===== src/stats_pkg.sv =====
// Widths fix the limits: at most 256 channels, 32-bit counters, 9-bit host address.
package stats_pkg;

    // Stream and counter word.
    localparam int stat_w = 32;
    localparam int stat_id_w = 8;

    // Host register map.
    localparam int reg_addr_w = 9;
    localparam logic [reg_addr_w-1:0] reg_ctrl_addr = 9'd0;
    localparam logic [reg_addr_w-1:0] reg_cnt_base = 9'd1;

    // Control register bits.
    localparam int ctrl_flush_bit = 0;
    localparam int ctrl_cor_bit = 1;

    // Sweep phases of the collector.
    typedef enum logic {
        collect_read,
        collect_write
    } collect_state_e;

    // Host access target.
    typedef enum logic [1:0] {
        sel_none,
        sel_ctrl,
        sel_counter
    } reg_sel_e;

endpackage

===== src/stat_stream_if.sv =====
// Carries no clock; both ends must sample on the same clock, one word per valid/ready beat.
`timescale 1ns/1ns

interface stat_stream_if;

    logic [stats_pkg::stat_w-1:0]    data;
    logic [stats_pkg::stat_id_w-1:0] id;
    logic                            valid;
    logic                            ready;

    // Source holds data and id until ready.
    modport src (
        output data,
        output id,
        output valid,
        input  ready
    );

    modport dst (
        input  data,
        input  id,
        input  valid,
        output ready
    );

endinterface


===== src/stats_top.sv =====
// Counters are cleared for cnt cycles after reset; host reads issued then get no response.
`timescale 1ns/1ns

module stats_top #(
    parameter int cnt = 8,
    parameter int inc_w = 8,
    parameter int update_period = 256
) (
    input  logic                              clk,
    input  logic                              rst,
    input  logic [inc_w-1:0]                  stat_inc [cnt],
    input  logic                              stat_valid [cnt],
    input  logic                              reg_wr,
    input  logic                              reg_rd,
    input  logic [stats_pkg::reg_addr_w-1:0]  reg_addr,
    input  logic [stats_pkg::stat_w-1:0]      reg_wdata,
    output logic [stats_pkg::stat_w-1:0]      reg_rdata,
    output logic                              reg_rvalid
);

    logic                              flush;
    logic                              clear_on_read;
    logic                              cnt_rd;
    logic [stats_pkg::stat_id_w-1:0]   cnt_addr;
    logic [stats_pkg::stat_w-1:0]      cnt_rdata;
    logic                              cnt_rvalid;

    stat_stream_if u_stat_if ();

    stats_collect #(
        .cnt(cnt),
        .inc_w(inc_w),
        .update_period(update_period)
    ) u_collect (
        .clk(clk),
        .rst(rst),
        .stat_inc(stat_inc),
        .stat_valid(stat_valid),
        .flush(flush),
        .m_stat(u_stat_if.src)
    );

    stats_counter #(
        .cnt(cnt)
    ) u_counter (
        .clk(clk),
        .rst(rst),
        .s_stat(u_stat_if.dst),
        .clear_on_read(clear_on_read),
        .cnt_rd(cnt_rd),
        .cnt_addr(cnt_addr),
        .cnt_rdata(cnt_rdata),
        .cnt_rvalid(cnt_rvalid)
    );

    stats_regs #(
        .cnt(cnt)
    ) u_regs (
        .clk(clk),
        .rst(rst),
        .reg_wr(reg_wr),
        .reg_rd(reg_rd),
        .reg_addr(reg_addr),
        .reg_wdata(reg_wdata),
        .reg_rdata(reg_rdata),
        .reg_rvalid(reg_rvalid),
        .flush(flush),
        .clear_on_read(clear_on_read),
        .cnt_rd(cnt_rd),
        .cnt_addr(cnt_addr),
        .cnt_rdata(cnt_rdata),
        .cnt_rvalid(cnt_rvalid)
    );

endmodule


===== src/stats_regs.sv =====
// Reads return after 3 cycles for every address; reg_wr and reg_rd must not overlap.
`timescale 1ns/1ns

module stats_regs #(
    parameter int cnt = 8
) (
    input  logic                              clk,
    input  logic                              rst,
    input  logic                              reg_wr,
    input  logic                              reg_rd,
    input  logic [stats_pkg::reg_addr_w-1:0]  reg_addr,
    input  logic [stats_pkg::stat_w-1:0]      reg_wdata,
    output logic [stats_pkg::stat_w-1:0]      reg_rdata,
    output logic                              reg_rvalid,
    output logic                              flush,
    output logic                              clear_on_read,
    output logic                              cnt_rd,
    output logic [stats_pkg::stat_id_w-1:0]   cnt_addr,
    input  logic [stats_pkg::stat_w-1:0]      cnt_rdata,
    input  logic                              cnt_rvalid
);

    stats_pkg::reg_sel_e sel, sel_q, sel_d1, sel_d2;

    logic [2:0]                         rd_pipe;
    logic [stats_pkg::reg_addr_w-1:0]   cnt_offset;

    always_comb begin
        cnt_offset = reg_addr - stats_pkg::reg_cnt_base;
        if (reg_addr == stats_pkg::reg_ctrl_addr) begin
            sel = stats_pkg::sel_ctrl;
        end else if (reg_addr >= stats_pkg::reg_cnt_base && cnt_offset < cnt) begin
            sel = stats_pkg::sel_counter;
        end else begin
            sel = stats_pkg::sel_none;
        end
    end

    // Target follows the read down a 3-stage pipe.
    always_ff @(posedge clk) begin
        sel_q <= sel;
        sel_d1 <= sel_q;
        sel_d2 <= sel_d1;
        cnt_addr <= stats_pkg::stat_id_w'(cnt_offset);
    end

    always_ff @(posedge clk) begin
        if (rst) begin
            rd_pipe <= '0;
            cnt_rd <= 1'b0;
            flush <= 1'b0;
            clear_on_read <= 1'b0;
        end else begin
            rd_pipe <= {rd_pipe[1:0], reg_rd};
            cnt_rd <= reg_rd && sel == stats_pkg::sel_counter;
            flush <= reg_wr && sel == stats_pkg::sel_ctrl
                && reg_wdata[stats_pkg::ctrl_flush_bit];
            if (reg_wr && sel == stats_pkg::sel_ctrl) begin
                clear_on_read <= reg_wdata[stats_pkg::ctrl_cor_bit];
            end
        end
    end

    assign reg_rvalid = rd_pipe[2] && (sel_d2 != stats_pkg::sel_counter || cnt_rvalid);

    always_comb begin
        reg_rdata = '0;
        case (sel_d2)
            stats_pkg::sel_counter: reg_rdata = cnt_rdata;
            // Flush bit reads as 0.
            stats_pkg::sel_ctrl: reg_rdata[stats_pkg::ctrl_cor_bit] = clear_on_read;
            default: reg_rdata = '0;
        endcase
    end

    assert property (@(posedge clk) disable iff (rst) !(reg_wr && reg_rd));

endmodule


===== src/stats_counter.sv =====
// One shared read port with a separate write port; host reads take 2 cycles and stall the stream.
`timescale 1ns/1ns

module stats_counter #(
    parameter int cnt = 8
) (
    input  logic                              clk,
    input  logic                              rst,
    stat_stream_if.dst                        s_stat,
    input  logic                              clear_on_read,
    input  logic                              cnt_rd,
    input  logic [stats_pkg::stat_id_w-1:0]   cnt_addr,
    output logic [stats_pkg::stat_w-1:0]      cnt_rdata,
    output logic                              cnt_rvalid
);

    localparam int cnt_w = cnt > 1 ? $clog2(cnt) : 1;

    typedef logic [stats_pkg::stat_w-1:0] word_t;

    word_t mem [cnt];

    logic             init;
    logic [cnt_w-1:0] init_addr;
    logic             accept;
    logic [cnt_w-1:0] rd_addr;
    word_t            rd_data;
    logic             upd_pend;
    logic             host_pend;
    logic             host_clear;
    logic             fwd;
    logic [cnt_w-1:0] s2_addr;
    word_t            s2_inc;
    word_t            last_wr;
    word_t            base;
    logic             wr_en;
    logic [cnt_w-1:0] wr_addr;
    word_t            wr_data;

    // Host read takes the read port.
    assign s_stat.ready = !init && !cnt_rd;
    assign accept = s_stat.valid && s_stat.ready;
    assign rd_addr = cnt_rd ? cnt_w'(cnt_addr) : cnt_w'(s_stat.id);

    // Bypass a write that landed in the read cycle.
    assign base = fwd ? last_wr : rd_data;

    always_comb begin
        wr_en = 1'b0;
        wr_addr = s2_addr;
        wr_data = base + s2_inc;
        if (init) begin
            wr_en = 1'b1;
            wr_addr = init_addr;
            wr_data = '0;
        end else if (upd_pend) begin
            wr_en = 1'b1;
        end else if (host_pend && host_clear) begin
            wr_en = 1'b1;
            wr_data = '0;
        end
    end

    always_ff @(posedge clk) begin
        if (cnt_rd || accept) begin
            rd_data <= mem[rd_addr];
        end
        if (wr_en) begin
            mem[wr_addr] <= wr_data;
            last_wr <= wr_data;
        end
        if (host_pend) begin
            cnt_rdata <= base;
        end
        fwd <= wr_en && wr_addr == rd_addr;
        s2_addr <= rd_addr;
        s2_inc <= s_stat.data;
        host_clear <= clear_on_read;
    end

    always_ff @(posedge clk) begin
        if (rst) begin
            init <= 1'b1;
            init_addr <= '0;
            upd_pend <= 1'b0;
            host_pend <= 1'b0;
            cnt_rvalid <= 1'b0;
        end else begin
            upd_pend <= accept;
            host_pend <= cnt_rd && !init;
            cnt_rvalid <= host_pend;
            if (init) begin
                init_addr <= init_addr + 1'b1;
                if (init_addr == cnt_w'(cnt - 1)) begin
                    init <= 1'b0;
                end
            end
        end
    end

    assert property (@(posedge clk) disable iff (rst) accept |-> s_stat.id < cnt);

endmodule


===== src/stats_collect.sv =====
// Needs cnt of at least 2; a flush or period request is served within 4*cnt cycles plus stalls.
`timescale 1ns/1ns

module stats_collect #(
    parameter int cnt = 8,
    parameter int inc_w = 8,
    parameter int update_period = 256
) (
    input  logic             clk,
    input  logic             rst,
    input  logic [inc_w-1:0] stat_inc [cnt],
    input  logic             stat_valid [cnt],
    input  logic             flush,
    stat_stream_if.src       m_stat
);

    localparam int cnt_w = cnt > 1 ? $clog2(cnt) : 1;
    localparam int acc_w = inc_w + cnt_w + 1;
    localparam int period_w = $clog2(update_period + 1);

    typedef logic [stats_pkg::stat_w-1:0] word_t;
    typedef logic [stats_pkg::stat_id_w-1:0] id_t;

    stats_pkg::collect_state_e state, state_next;

    logic [cnt_w-1:0]    count, count_next;
    logic [period_w-1:0] period_cnt, period_cnt_next;
    logic                first_round, first_round_next;
    logic                update_req, update_req_next;
    logic                update, update_next;
    logic [cnt-1:0]      owe_shift, owe_shift_next;

    word_t out_data, out_data_next;
    id_t   out_id, out_id_next;
    logic  out_valid, out_valid_next;

    logic [acc_w-1:0] acc [cnt];
    logic [cnt-1:0]   acc_clear;

    word_t hold_mem [cnt];
    word_t hold_rd;
    word_t hold_wr_data;
    word_t total;
    logic  hold_rd_en;
    logic  hold_wr_en;
    logic  owed;

    assign m_stat.data = out_data;
    assign m_stat.id = out_id;
    assign m_stat.valid = out_valid;

    // Holding memory is undefined until the first round has written it.
    assign total = (first_round ? word_t'(0) : hold_rd) + word_t'(acc[count]);
    assign owed = update || owe_shift[0];

    for (genvar i = 0; i < cnt; i++) begin : g_acc
        always_ff @(posedge clk) begin
            if (rst) begin
                acc[i] <= '0;
            end else if (acc_clear[i]) begin
                // Restart from the increment arriving in the same cycle.
                acc[i] <= stat_valid[i] ? acc_w'(stat_inc[i]) : '0;
            end else if (stat_valid[i]) begin
                acc[i] <= acc[i] + acc_w'(stat_inc[i]);
            end
        end
    end

    always_comb begin
        state_next = state;
        count_next = count;
        period_cnt_next = period_cnt;
        first_round_next = first_round;
        update_req_next = update_req;
        update_next = update;
        owe_shift_next = owe_shift;
        out_data_next = out_data;
        out_id_next = out_id;
        out_valid_next = out_valid && !m_stat.ready;
        acc_clear = '0;
        hold_rd_en = 1'b0;
        hold_wr_en = 1'b0;
        hold_wr_data = total;

        case (state)
            stats_pkg::collect_read: begin
                hold_rd_en = 1'b1;
                state_next = stats_pkg::collect_write;
            end
            stats_pkg::collect_write: begin
                hold_wr_en = 1'b1;
                acc_clear[count] = 1'b1;
                owe_shift_next = {owed, owe_shift[cnt-1:1]};
                // Emit when owed and the output slot frees up; otherwise fold back.
                if (owed && (!out_valid || m_stat.ready)) begin
                    owe_shift_next[cnt-1] = 1'b0;
                    hold_wr_data = '0;
                    out_data_next = total;
                    out_id_next = id_t'(count);
                    out_valid_next = total != '0;
                end
                if (count == cnt_w'(cnt - 1)) begin
                    count_next = '0;
                    first_round_next = 1'b0;
                    update_req_next = 1'b0;
                    update_next = update_req;
                end else begin
                    count_next = count + 1'b1;
                end
                state_next = stats_pkg::collect_read;
            end
            default: state_next = stats_pkg::collect_read;
        endcase

        // Requests latch here and start at the next round.
        if (period_cnt == '0 || flush) begin
            update_req_next = 1'b1;
            period_cnt_next = period_w'(update_period - 1);
        end else begin
            period_cnt_next = period_cnt - 1'b1;
        end
    end

    always_ff @(posedge clk) begin
        if (hold_wr_en) begin
            hold_mem[count] <= hold_wr_data;
        end else if (hold_rd_en) begin
            hold_rd <= hold_mem[count];
        end
        out_data <= out_data_next;
        out_id <= out_id_next;
    end

    always_ff @(posedge clk) begin
        if (rst) begin
            state <= stats_pkg::collect_read;
            count <= '0;
            period_cnt <= period_w'(update_period - 1);
            first_round <= 1'b1;
            update_req <= 1'b0;
            update <= 1'b0;
            owe_shift <= '0;
            out_valid <= 1'b0;
        end else begin
            state <= state_next;
            count <= count_next;
            period_cnt <= period_cnt_next;
            first_round <= first_round_next;
            update_req <= update_req_next;
            update <= update_next;
            owe_shift <= owe_shift_next;
            out_valid <= out_valid_next;
        end
    end

    assert property (@(posedge clk) disable iff (rst) m_stat.valid |-> m_stat.id < cnt);

    // Stalled word stays put until the counter takes it.
    assert property (@(posedge clk) disable iff (rst)
        m_stat.valid && !m_stat.ready |=> m_stat.valid && $stable(m_stat.data)
            && $stable(m_stat.id));

endmodule


===== config.mk =====
export PLATFORM = sky130hd
export DESIGN_NAME = stats_top
export DESIGN_NICKNAME = d
export VERILOG_FILES = /design/src/stats_pkg.sv /design/src/stat_stream_if.sv /design/src/stats_top.sv /design/src/stats_regs.sv /design/src/stats_counter.sv /design/src/stats_collect.sv
export SDC_FILE = /design/constraint.sdc
export NUM_CORES = 1
export LEC_CHECK = 0
export BUFFER_PORTS_ARGS = -buffer_cell sky130_fd_sc_hd__clkbuf_2
export CAP_MARGIN = 20
export CORE_MARGIN = 5
export CORE_UTILIZATION = 39
export CTS_CLUSTER_SIZE = 24
export DETAILED_ROUTE_END_ITERATION = 12
export RECOVER_POWER = 100
export SYNTH_ARGS = -nofsm -noshare
export SYNTH_HDL_FRONTEND = slang
export SYNTH_SLANG_ARGS = --single-unit

===== constraint.sdc =====
create_clock -name clk -period 4.5 [get_ports clk]
set_input_delay 0.9 -clock clk [delete_from_list [all_inputs] [get_ports clk]]
set_output_delay 0.9 -clock clk [all_outputs]
set_load 0.01 [all_outputs]

; Word-level counts from Yosys, hierarchy flattened
; Memory sizes are Yosys's and may differ from the RTL's. A register that Yosys moved wholly into a read port is not among the register bits.
; Cells that the tools add are included.
; W data, S select, Z words.
[totals]
regBits = 183
mem_bits_rw = 608
in_bits = 117
out_inout_bits = 33
wordCells = 227
mem_count = 3
[op_classes]
add_sub_neg = 14
magnitude_cmp = 4
eq_ne = 8
mux = 119
n_bitwise = 18
n_reduce_logical = 32
[memory_table]
columns = memory, words, word_bits, read_ports, rd_clocked_by_memory_dff, write_ports, line_no
row1 = u_collect.hold_mem, 8, 32, 1, 1, 1, stats_collect.sv:40  ; word_t hold_mem [cnt];
row2 = u_counter.mem, 8, 32, 1, 1, 1, stats_counter.sv:21  ; word_t mem [cnt];
row3 = u_collect.acc, 8, 12, 9, 1, 8, stats_collect.sv:37  ; logic [acc_w-1:0] acc [cnt];
[ops]
columns = operator, n
row1 = $mux W32, 7
row2 = $mux W12, 16
row3 = $add A12 B8 Y12, 8
row4 = $mux W1, 76
row5 = $mux W8, 9
row6 = $add A32 B12 Y32, 1
row7 = $add A32 B32 Y32, 1
row8 = $reduce_bool A32 Y1, 1
row9 = $mux W30, 1
row10 = $logic_not A9 Y1, 2
row11 = $sub A9 B1 Y9 const B, 2
row12 = $or A1 B1 Y1, 16
row13 = $mux W3, 5
row14 = $logic_and A1 B1 Y1, 13
row15 = $ge A9 B1 Y1 const B, 1
row16 = $lt A9 B4 Y1 const B, 1
row17 = $reduce_and A2 Y1, 4
row18 = $add A3 B1 Y3 const B, 2
row19 = $eq A3 B3 Y1 const B, 2
row20 = $logic_or A1 B1 Y1, 5
row21 = $eq A2 B1 Y1 const B, 2
row22 = $eq A2 B2 Y1 const B, 2
row23 = $logic_not A1 Y1, 4
row24 = $lt A3 B4 Y1 const B, 1
row25 = 9 further kinds, 13

; Depth between registers and ports, before layout
; Gate-level depths: netlist of run 1.
[depth]
ltp_word = 10
depth_mapped = 15
depth_no_buf = 13

; Hierarchy
; Synthesis of run 1 repeated with hierarchy kept, for this count alone.
[hier_totals]
hier_cells = 2955
hier_area_um2 = 38994.9
[by_module_without_submodules]
columns = mod, n_inst, cells_per_inst, area_per_inst_um2, seq_area_each_um2
row1 = stats_collect, 1, 1544, 21620.7, 13142.6
row2 = stats_counter, 1, 1306, 16400.7, 11451.0
row3 = stats_regs, 1, 105, 973.4, 400.4

; Least setup slack after synthesis of run 1
; No wires, ideal clock.
[synth_path]
path_kind = flip-flop to flip-flop
from = register (tool-made name)
to = memory u_collect.hold_mem[0][26] in the netlist's numbering, data pin
setup_time_ps = 264
t_arrival_ps = 4047
required_time_ps = 4236
setup_slack_ps = 189
path_stages_with_launch = 15
path_buffers = 2
synth_period_minus_slack_ps = 4311
cell_sequence = dfxtp_1 > clkbuf_1 > buf_1 > mux4_2 > mux2_2 > ha_1 > fa_1 > a21o_1 > a31oi_1 > o211ai_1 > and2_1 > nand2_1 > nor4_2 > xnor2_1 > nor3_1
[synth_rtl]
columns = item, line_no
row1 = end: declaration, stats_collect.sv:40

==> results of run 1 <==
routing by layer:
layer  wire, um  track usage  up-vias
met3       4640       0.0266      142
met5          0            0        -
met1      39400        0.232    11500
met2      44600        0.289      568
met4       2390       0.0480        0
li1           -            -    10900
path summary, 6_finish.rpt:
path                                          endpoint  cells past startpoint
worst max register to register  u_collect.m_stat.valid                     14
worst min register to register        u_regs.sel_d1[0]                      0
worst max-delay path            u_collect.m_stat.valid                     14
worst min-delay path                  u_regs.sel_d1[0]                      0
flip-flops by register name, indices dropped and copies added (netlist names), 8 cells and up, named ones only:
register,cells
u_collect.hold_rd,32
u_counter.last_wr,32
u_counter.cnt_rdata,32
u_collect.owe_shift,8
u_counter.rd_data,32
u_collect.m_stat.data,32
u_counter.s2_inc,32
u_counter.mem,256
u_collect.hold_mem,256
u_collect.acc,96
u_collect.period_cnt,9
cells in the mapped netlist, drive strengths merged, types with 24 or more instances:
cell    count  share of area
clkbuf     96         0.0094
ha        116          0.038
a21boi     24         0.0047
xnor2      72          0.016
inv       101         0.0099
mux2       76          0.022
mux4       88          0.052
a21oi      67         0.0091
nor3       25         0.0033
nor2      179          0.018
mux2i      24         0.0063
nor2b      52         0.0087
dfxtp      87          0.045
o21ai     126          0.016
xor2       47          0.011
a21o       48         0.0094
and2       37         0.0060
nand3     192          0.025
edfxtp    771           0.60
nand2     426          0.042
cell type report:
| type | count | area (um2) |
|---|---|---|
| sequential | 858 | 24900 |
| clock buffer | 110 | 2400 |
| inverter | 101 | 380 |
| tap | 1287 | 1610 |
| fill | 8794 | 54500 |
| clock inverter | 56 | 574 |
| antenna | 1 | 2.50 |
| timing repair buffer | 189 | 997 |
| multi-input combinational | 1786 | 12700 |
power groups by stage:
| stage | registers (mW) | clock network, mW | logic (mW) |
|---|---|---|---|
| after floorplan | 9.27 | 0 | 1.03 |
| after global placement | 9.35 | 0 | 1.44 |
| after detailed placement | 9.36 | 0 | 1.46 |
| after CTS | 9.19 | 7.61 | 1.47 |
| after global routing | 9.23 | 7.95 | 1.58 |
| final | 9.21 | 7.44 | 1.43 |
worst reg2reg max path, stage by stage, from the launching register on:
cell	delay, ns
dfxtp_1	0.35
buf_12	0.18
buf_4	0.21
mux4_2	0.54
mux2_2	0.32
ha_1	0.29
a211o_1	0.28
o2111ai_1	0.25
a311oi_4	0.24
o311ai_4	0.40
a211oi_1	0.15
xnor2_1	0.45
nand3_1	0.13
nor4_1	0.26
a31oi_1	0.11
logic make-up (layout without fill, tap and decap cells):
group	count (synthesis)	in the layout	share of synthesized area
buffers and inverters	217	456	0.0213
other	0	1	0
AND/OR/NAND/NOR	996	996	0.117
multiplexers	188	188	0.0804
AO/OA/AOI/OAI	356	356	0.0600
XOR/XNOR	120	120	0.0278
adder cells (fa/ha/maj)	126	126	0.0431
flip-flops	858	858	0.650
repair_timing:
item | in CTS | in global routing
resized for setup | 0 | 7
setup endpoints to repair | 0 | 50
buffers inserted | 0 | 1
==> out/results.txt, run 1 <==
Tmin final = 4.29 ns
Total CTS buffers = 90
Post-Synthesis Net Count = 3104
Die width = 323 um
Initial antenna violation count = 0
Total grt overflow = 0
Tot GR Track Use = 0.171
Clock sinks = 858
Min-Delay Startpoint = u_regs.sel_q[0]
Die Y = 323 um
Clk pwr share = 0.412
Drt pass-1 iters = 6
Commonest cells after routing, fill and taps aside = 771 x edfxtp_1, 425 x nand2_1, 192 x nand3_1
Final Hold Vio Count = 0
Worst-margin pin slew = 2.69 ns
Post-layout util = 0.444
Crit path DAT = 4.82 ns
Setup crit end kind = register
CTS root buffer = clkbuf_16
Largest net degree at the start of global routing = 94
Sw power = 4.16 mW
Die area = 0.105 mm2
Initial core utilization = 0.391
Clk_skew = 0.0193 ns
Pins Over Slew Limit = 620
RSZ-0062 raised after global routing = false
Final nets = 3269
Unique cell type count in the Yosys netlist = 65
Hold Slack = 0.326 ns
Power per Cell Area = 415 mW/mm2
Vias in the first global route = 22600
Largest delay share family, worst path = compound AO/OA/AOI/OAI gates
Seq pwr share = 0.509
DP Wirelength = 57900 um
Worst slack, placed = 0.106 ns
Clock-pin slew on the worst setup and hold paths = 0.06 ns
Port Buffer Count = 119
CP max FO = 13
Slew Limit Headroom = -0.794
# setup viols final = 0
Placed cell count = 4220
FF+latch count, synth = 858
Buf/Inv on CP = 2
CP peak stage delay = 0.54 ns
Overall Power = 18.1 mW
Status = finished, violations left
Clk Latency, worst-skew pair = 0.65 ns
Leakage power = 16.0 nW
Slowest stage cell, crit path = mux4_2
Remaining DRCs = 0
P&R area growth vs syn = 13.6%
Maximum achievable frequency = 233 MHz
Avg Cell Area, Syn = 13.4 um2
Comb power frac = 0.079
CP startpoint kind = register
Hold Crit Class = reg2reg
Total wire length = 91000 um
Mapped Area = 0.0383 mm2
Row count = 115
Sw Ratio = 0.230
Gp weighted congestion = 0.842
Ys async rst share = 0
WP data required = 5.03 ns
1st-iter DRT viols = 1788
First-pass GRT wire length = 137000 um
Total vias in the final route = 23000
Average wire per standard cell = 20.7 um
Max Cap Viol = 19
Fin area = 0.0435 mm2
Post-synth EDFFs = 771
Final period util = 0.954
I/O pin total = 150
Final ANT Viol Nets = 0
Post-route setup slack = 0.208 ns
Setup TNS = 0 ns
Crit path kind = reg2reg
Worst-case clock buffer depth = 3
CTS Hold Buffers Added = 0
Failing checks = max-capacitance violations, max-slew violations
H-Tree Depth = 3
Fraction of layout cells with a size suffix above 1 = 0.143
Reg2reg setup slack = 0.21 ns
Syn Inst Count = 2861
Internal power = 13.9 mW
Core area = 0.0980 mm2
Non-filler cells, final = 4388
Predominant post-synthesis flop cell = edfxtp_1
Ys Warns = 0
Crit-path cells = buf_12 > buf_4 > mux4_2 > mux2_2 > ha_1 > a211o_1 > o2111ai_1 > a311oi_4 > o311ai_4 > a211oi_1 > xnor2_1 > nand3_1 > nor4_1 > a31oi_1
Post-DP Area = 0.0408 mm2
Post-DR vias/cell = 5.25
Peak supply drop = 271 uV
TritonCTS clock tree = yes
Most common cell after layout, fill and taps aside = edfxtp_1
Sequential share of the synthesized area = 0.650
No activity file was read; power rests on OpenSTA's default activity.
==> inputs of run 2 (changes only) <==
--- a/config.mk
+++ b/config.mk
@@ -7,6 +7,7 @@
 export LEC_CHECK = 0
 export BUFFER_PORTS_ARGS = -buffer_cell sky130_fd_sc_hd__clkbuf_2
 export CAP_MARGIN = 20
+export CORE_ASPECT_RATIO = 0.9
 export CORE_MARGIN = 5
 export CORE_UTILIZATION = 39
 export CTS_CLUSTER_SIZE = 24
==> run 2 against run 1 <==
Against the previous run: the flow still finishes with violations (max-capacitance violations, max-slew violations); flip-flop and latch count unchanged; wire length decreased by 0.59%; combinational power about the same; global-route usage shrank 0.23 points; sequential power about the same; worst setup slack better by 0.0065 ns; clock power is 3.6% lower; cell count fell by 0.39%; critical path depth is 5 lower; maximum frequency is 0.15% higher; critical path type unchanged.
==> out/results.txt, run 2 (synthesis results as in run 1) <==
Status = finished, violations left
Failing checks = max-capacitance violations, max-slew violations
Post-DP Area = 0.0408 mm2 (about the same)
Port Buffer Count = 119 (unchanged)
Clk_skew = 0.0298 ns (+0.0105 ns)
CP peak stage delay = 1.03 ns (+0.49 ns)
CTS Hold Buffers Added = 0 (unchanged)
Post_cts resized = 0 (unchanged)
Crit path kind = reg2reg
Average wire per standard cell = 20.7 um (-0.21%)
Sw power = 3.98 mW (-4.3%)
Row count = 109 (-5.2%)
Overall Power = 17.8 mW (-1.6%)
Commonest cells after routing, fill and taps aside = 771 x edfxtp_1, 426 x nand2_1, 192 x nand3_1
Setup TNS = 0 ns (unchanged)
Top flop regs = u_collect.hold_mem (256), u_counter.mem (256), u_collect.acc (96)
WP data required = 4.77 ns (-0.26 ns)
Pins Over Slew Limit = 488 (-21%)
Clk Latency, worst-skew pair = 0.64 ns (about the same)
Crit path DAT = 4.55 ns (-0.27 ns)
Largest net degree at the start of global routing = 130 (+38%)
Final ANT Viol Nets = 0 (unchanged)
Die width = 340 um (+5.2%)
H-Tree Depth = 3 (unchanged)
First-pass GRT wire length = 137000 um (about the same)
Clock sinks = 858 (unchanged)
Final period util = 0.952 (-0.00145)
Largest delay share family, worst path = simple AND/OR/NAND/NOR gates
Worst-margin pin slew = 2.82 ns (+0.128 ns)
Worst-case clock buffer depth = 3 (unchanged)
Initial core utilization = 0.392 (+0.000810)
Total vias in the final route = 23000 (-0.33%)
Sw Ratio = 0.224 (-0.00630)
Fin area = 0.0433 mm2 (-0.40%)
Clk pwr share = 0.403 (-0.009)
Leakage power = 16.0 nW (-0.35%)
1st-iter DRT viols = 1856 (+3.8%)
CP startpoint kind = register
CP max FO = 11 (-2)
Final nets = 3266 (-0.092%)
Crit-path cells = buf_4 > mux2_1 > ha_1 > a2111oi_0 > o21ai_0 > nand2_1 > a31o_2 > a21boi_0 > nor3b_1
DP Wirelength = 57700 um (-0.28%)
Most common cell after layout, fill and taps aside = edfxtp_1
Fraction of layout cells with a size suffix above 1 = 0.141 (-0.00171)
I/O pin total = 150 (unchanged)
Drt pass-1 iters = 5 (-1)
Slew Limit Headroom = -0.879 (-0.0854)
Final Hold Vio Count = 0 (unchanged)
Postcts setup bufs = 0 (unchanged)
Slowest stage cell, crit path = nor3b_1
Total CTS buffers = 87 (-3.3%)
Vias in the first global route = 22300 (-1.2%)
Reg2reg setup slack = 0.21 ns (about the same)
Die area = 0.105 mm2 (about the same)
Die Y = 307 um (-5.0%)
Gp weighted congestion = 0.834 (-0.96%)
CTS root buffer = clkbuf_16
Ant. Diodes = 0 (-1)
TritonCTS clock tree = yes
Core area = 0.0978 mm2 (-0.21%)
Tmin final = 4.29 ns (-0.00651 ns)
Max Cap Viol = 18 (-1)
P&R area growth vs syn = 13.2%
Total wire length = 90500 um (-0.59%)
Maximum achievable frequency = 233 MHz (+0.15%)
Internal power = 13.8 mW (-0.75%)
Power per Cell Area = 411 mW/mm2 (-1.2%)
Setup crit end kind = register
Comb power frac = 0.080 (about the same)
Remaining DRCs = 0 (unchanged)
Peak supply drop = 249 uV (-7.9%)
Tot GR Track Use = 0.169 (-0.00229)
Buf/Inv on CP = 1 (-1)
Post-DR vias/cell = 5.25 (about the same)
Initial antenna violation count = 0 (unchanged)
# setup viols final = 0 (unchanged)
Total grt overflow = 0 (unchanged)
Hold Crit Class = reg2reg
Seq pwr share = 0.517 (+0.008)
Clock-pin slew on the worst setup and hold paths = 0.06 ns (about the same)
RSZ-0062 raised after global routing = false
[run 2: layout make-up]
class                      instances  area, um2
sequential                       858      24900
timing repair buffer             189        998
clock buffer                     131       2500
fill                            8834      54400
inverter                         101        380
tap                             1276       1600
multi-input combinational       1786      12600
clock inverter                    30        323
[run 2: power by group through the flow]
stage          Combinational [mW]  Clock, mW  Sequential (mW)
2_1_floorplan                1.03          0             9.27
3_3_place_gp                 1.44          0             9.35
3_5_place_dp                 1.45          0             9.36
4_1_cts                      1.46       7.34             9.19
5_1_grt                      1.58       7.68             9.23
6_report                     1.42       7.17             9.20
[run 2: metrics by stage]
step | utilization | hold slack (ns) | worst slack, ns | cells
3_3_place_gp | 0.417 | 0.311 | 0.199 | 4210
6_report | 0.443 | 0.326 | 0.215 | 4371
2_1_floorplan | - | 0.310 | 0.189 | 2861
5_1_grt | 0.443 | 0.341 | 0.0341 | 4371
4_1_cts | 0.446 | 0.327 | 0.123 | 4371
3_5_place_dp | 0.417 | 0.312 | 0.0691 | 4210
[run 2: per-layer routing]
layer	part of all wire	track usage
met5	0	0
met4	0.016	0.0347
met3	0.049	0.0244
met2	0.48	0.275
met1	0.46	0.244
[run 2: path summary, 6_finish.rpt]
kind,from,depth (start not counted),to
min reg2reg,u_regs.sel_d1[0],0,u_regs.sel_d2[0]
min,u_regs.sel_d1[0],0,u_regs.sel_d2[0]
max,u_counter.fwd,9,u_counter.mem[7][20]
max reg2reg,u_counter.fwd,9,u_counter.mem[7][20]
[run 2: worst reg2reg max path: cells and delay by family (launching register included)]
| family | cells | cell delay [ns] |
|---|---|---|
| compound gates | 4 | 0.98 |
| fa+ha+maj | 1 | 0.41 |
| buf+inv | 1 | 0.30 |
| flops | 1 | 0.59 |
| mux | 1 | 0.44 |
| simple gates | 2 | 1.21 |
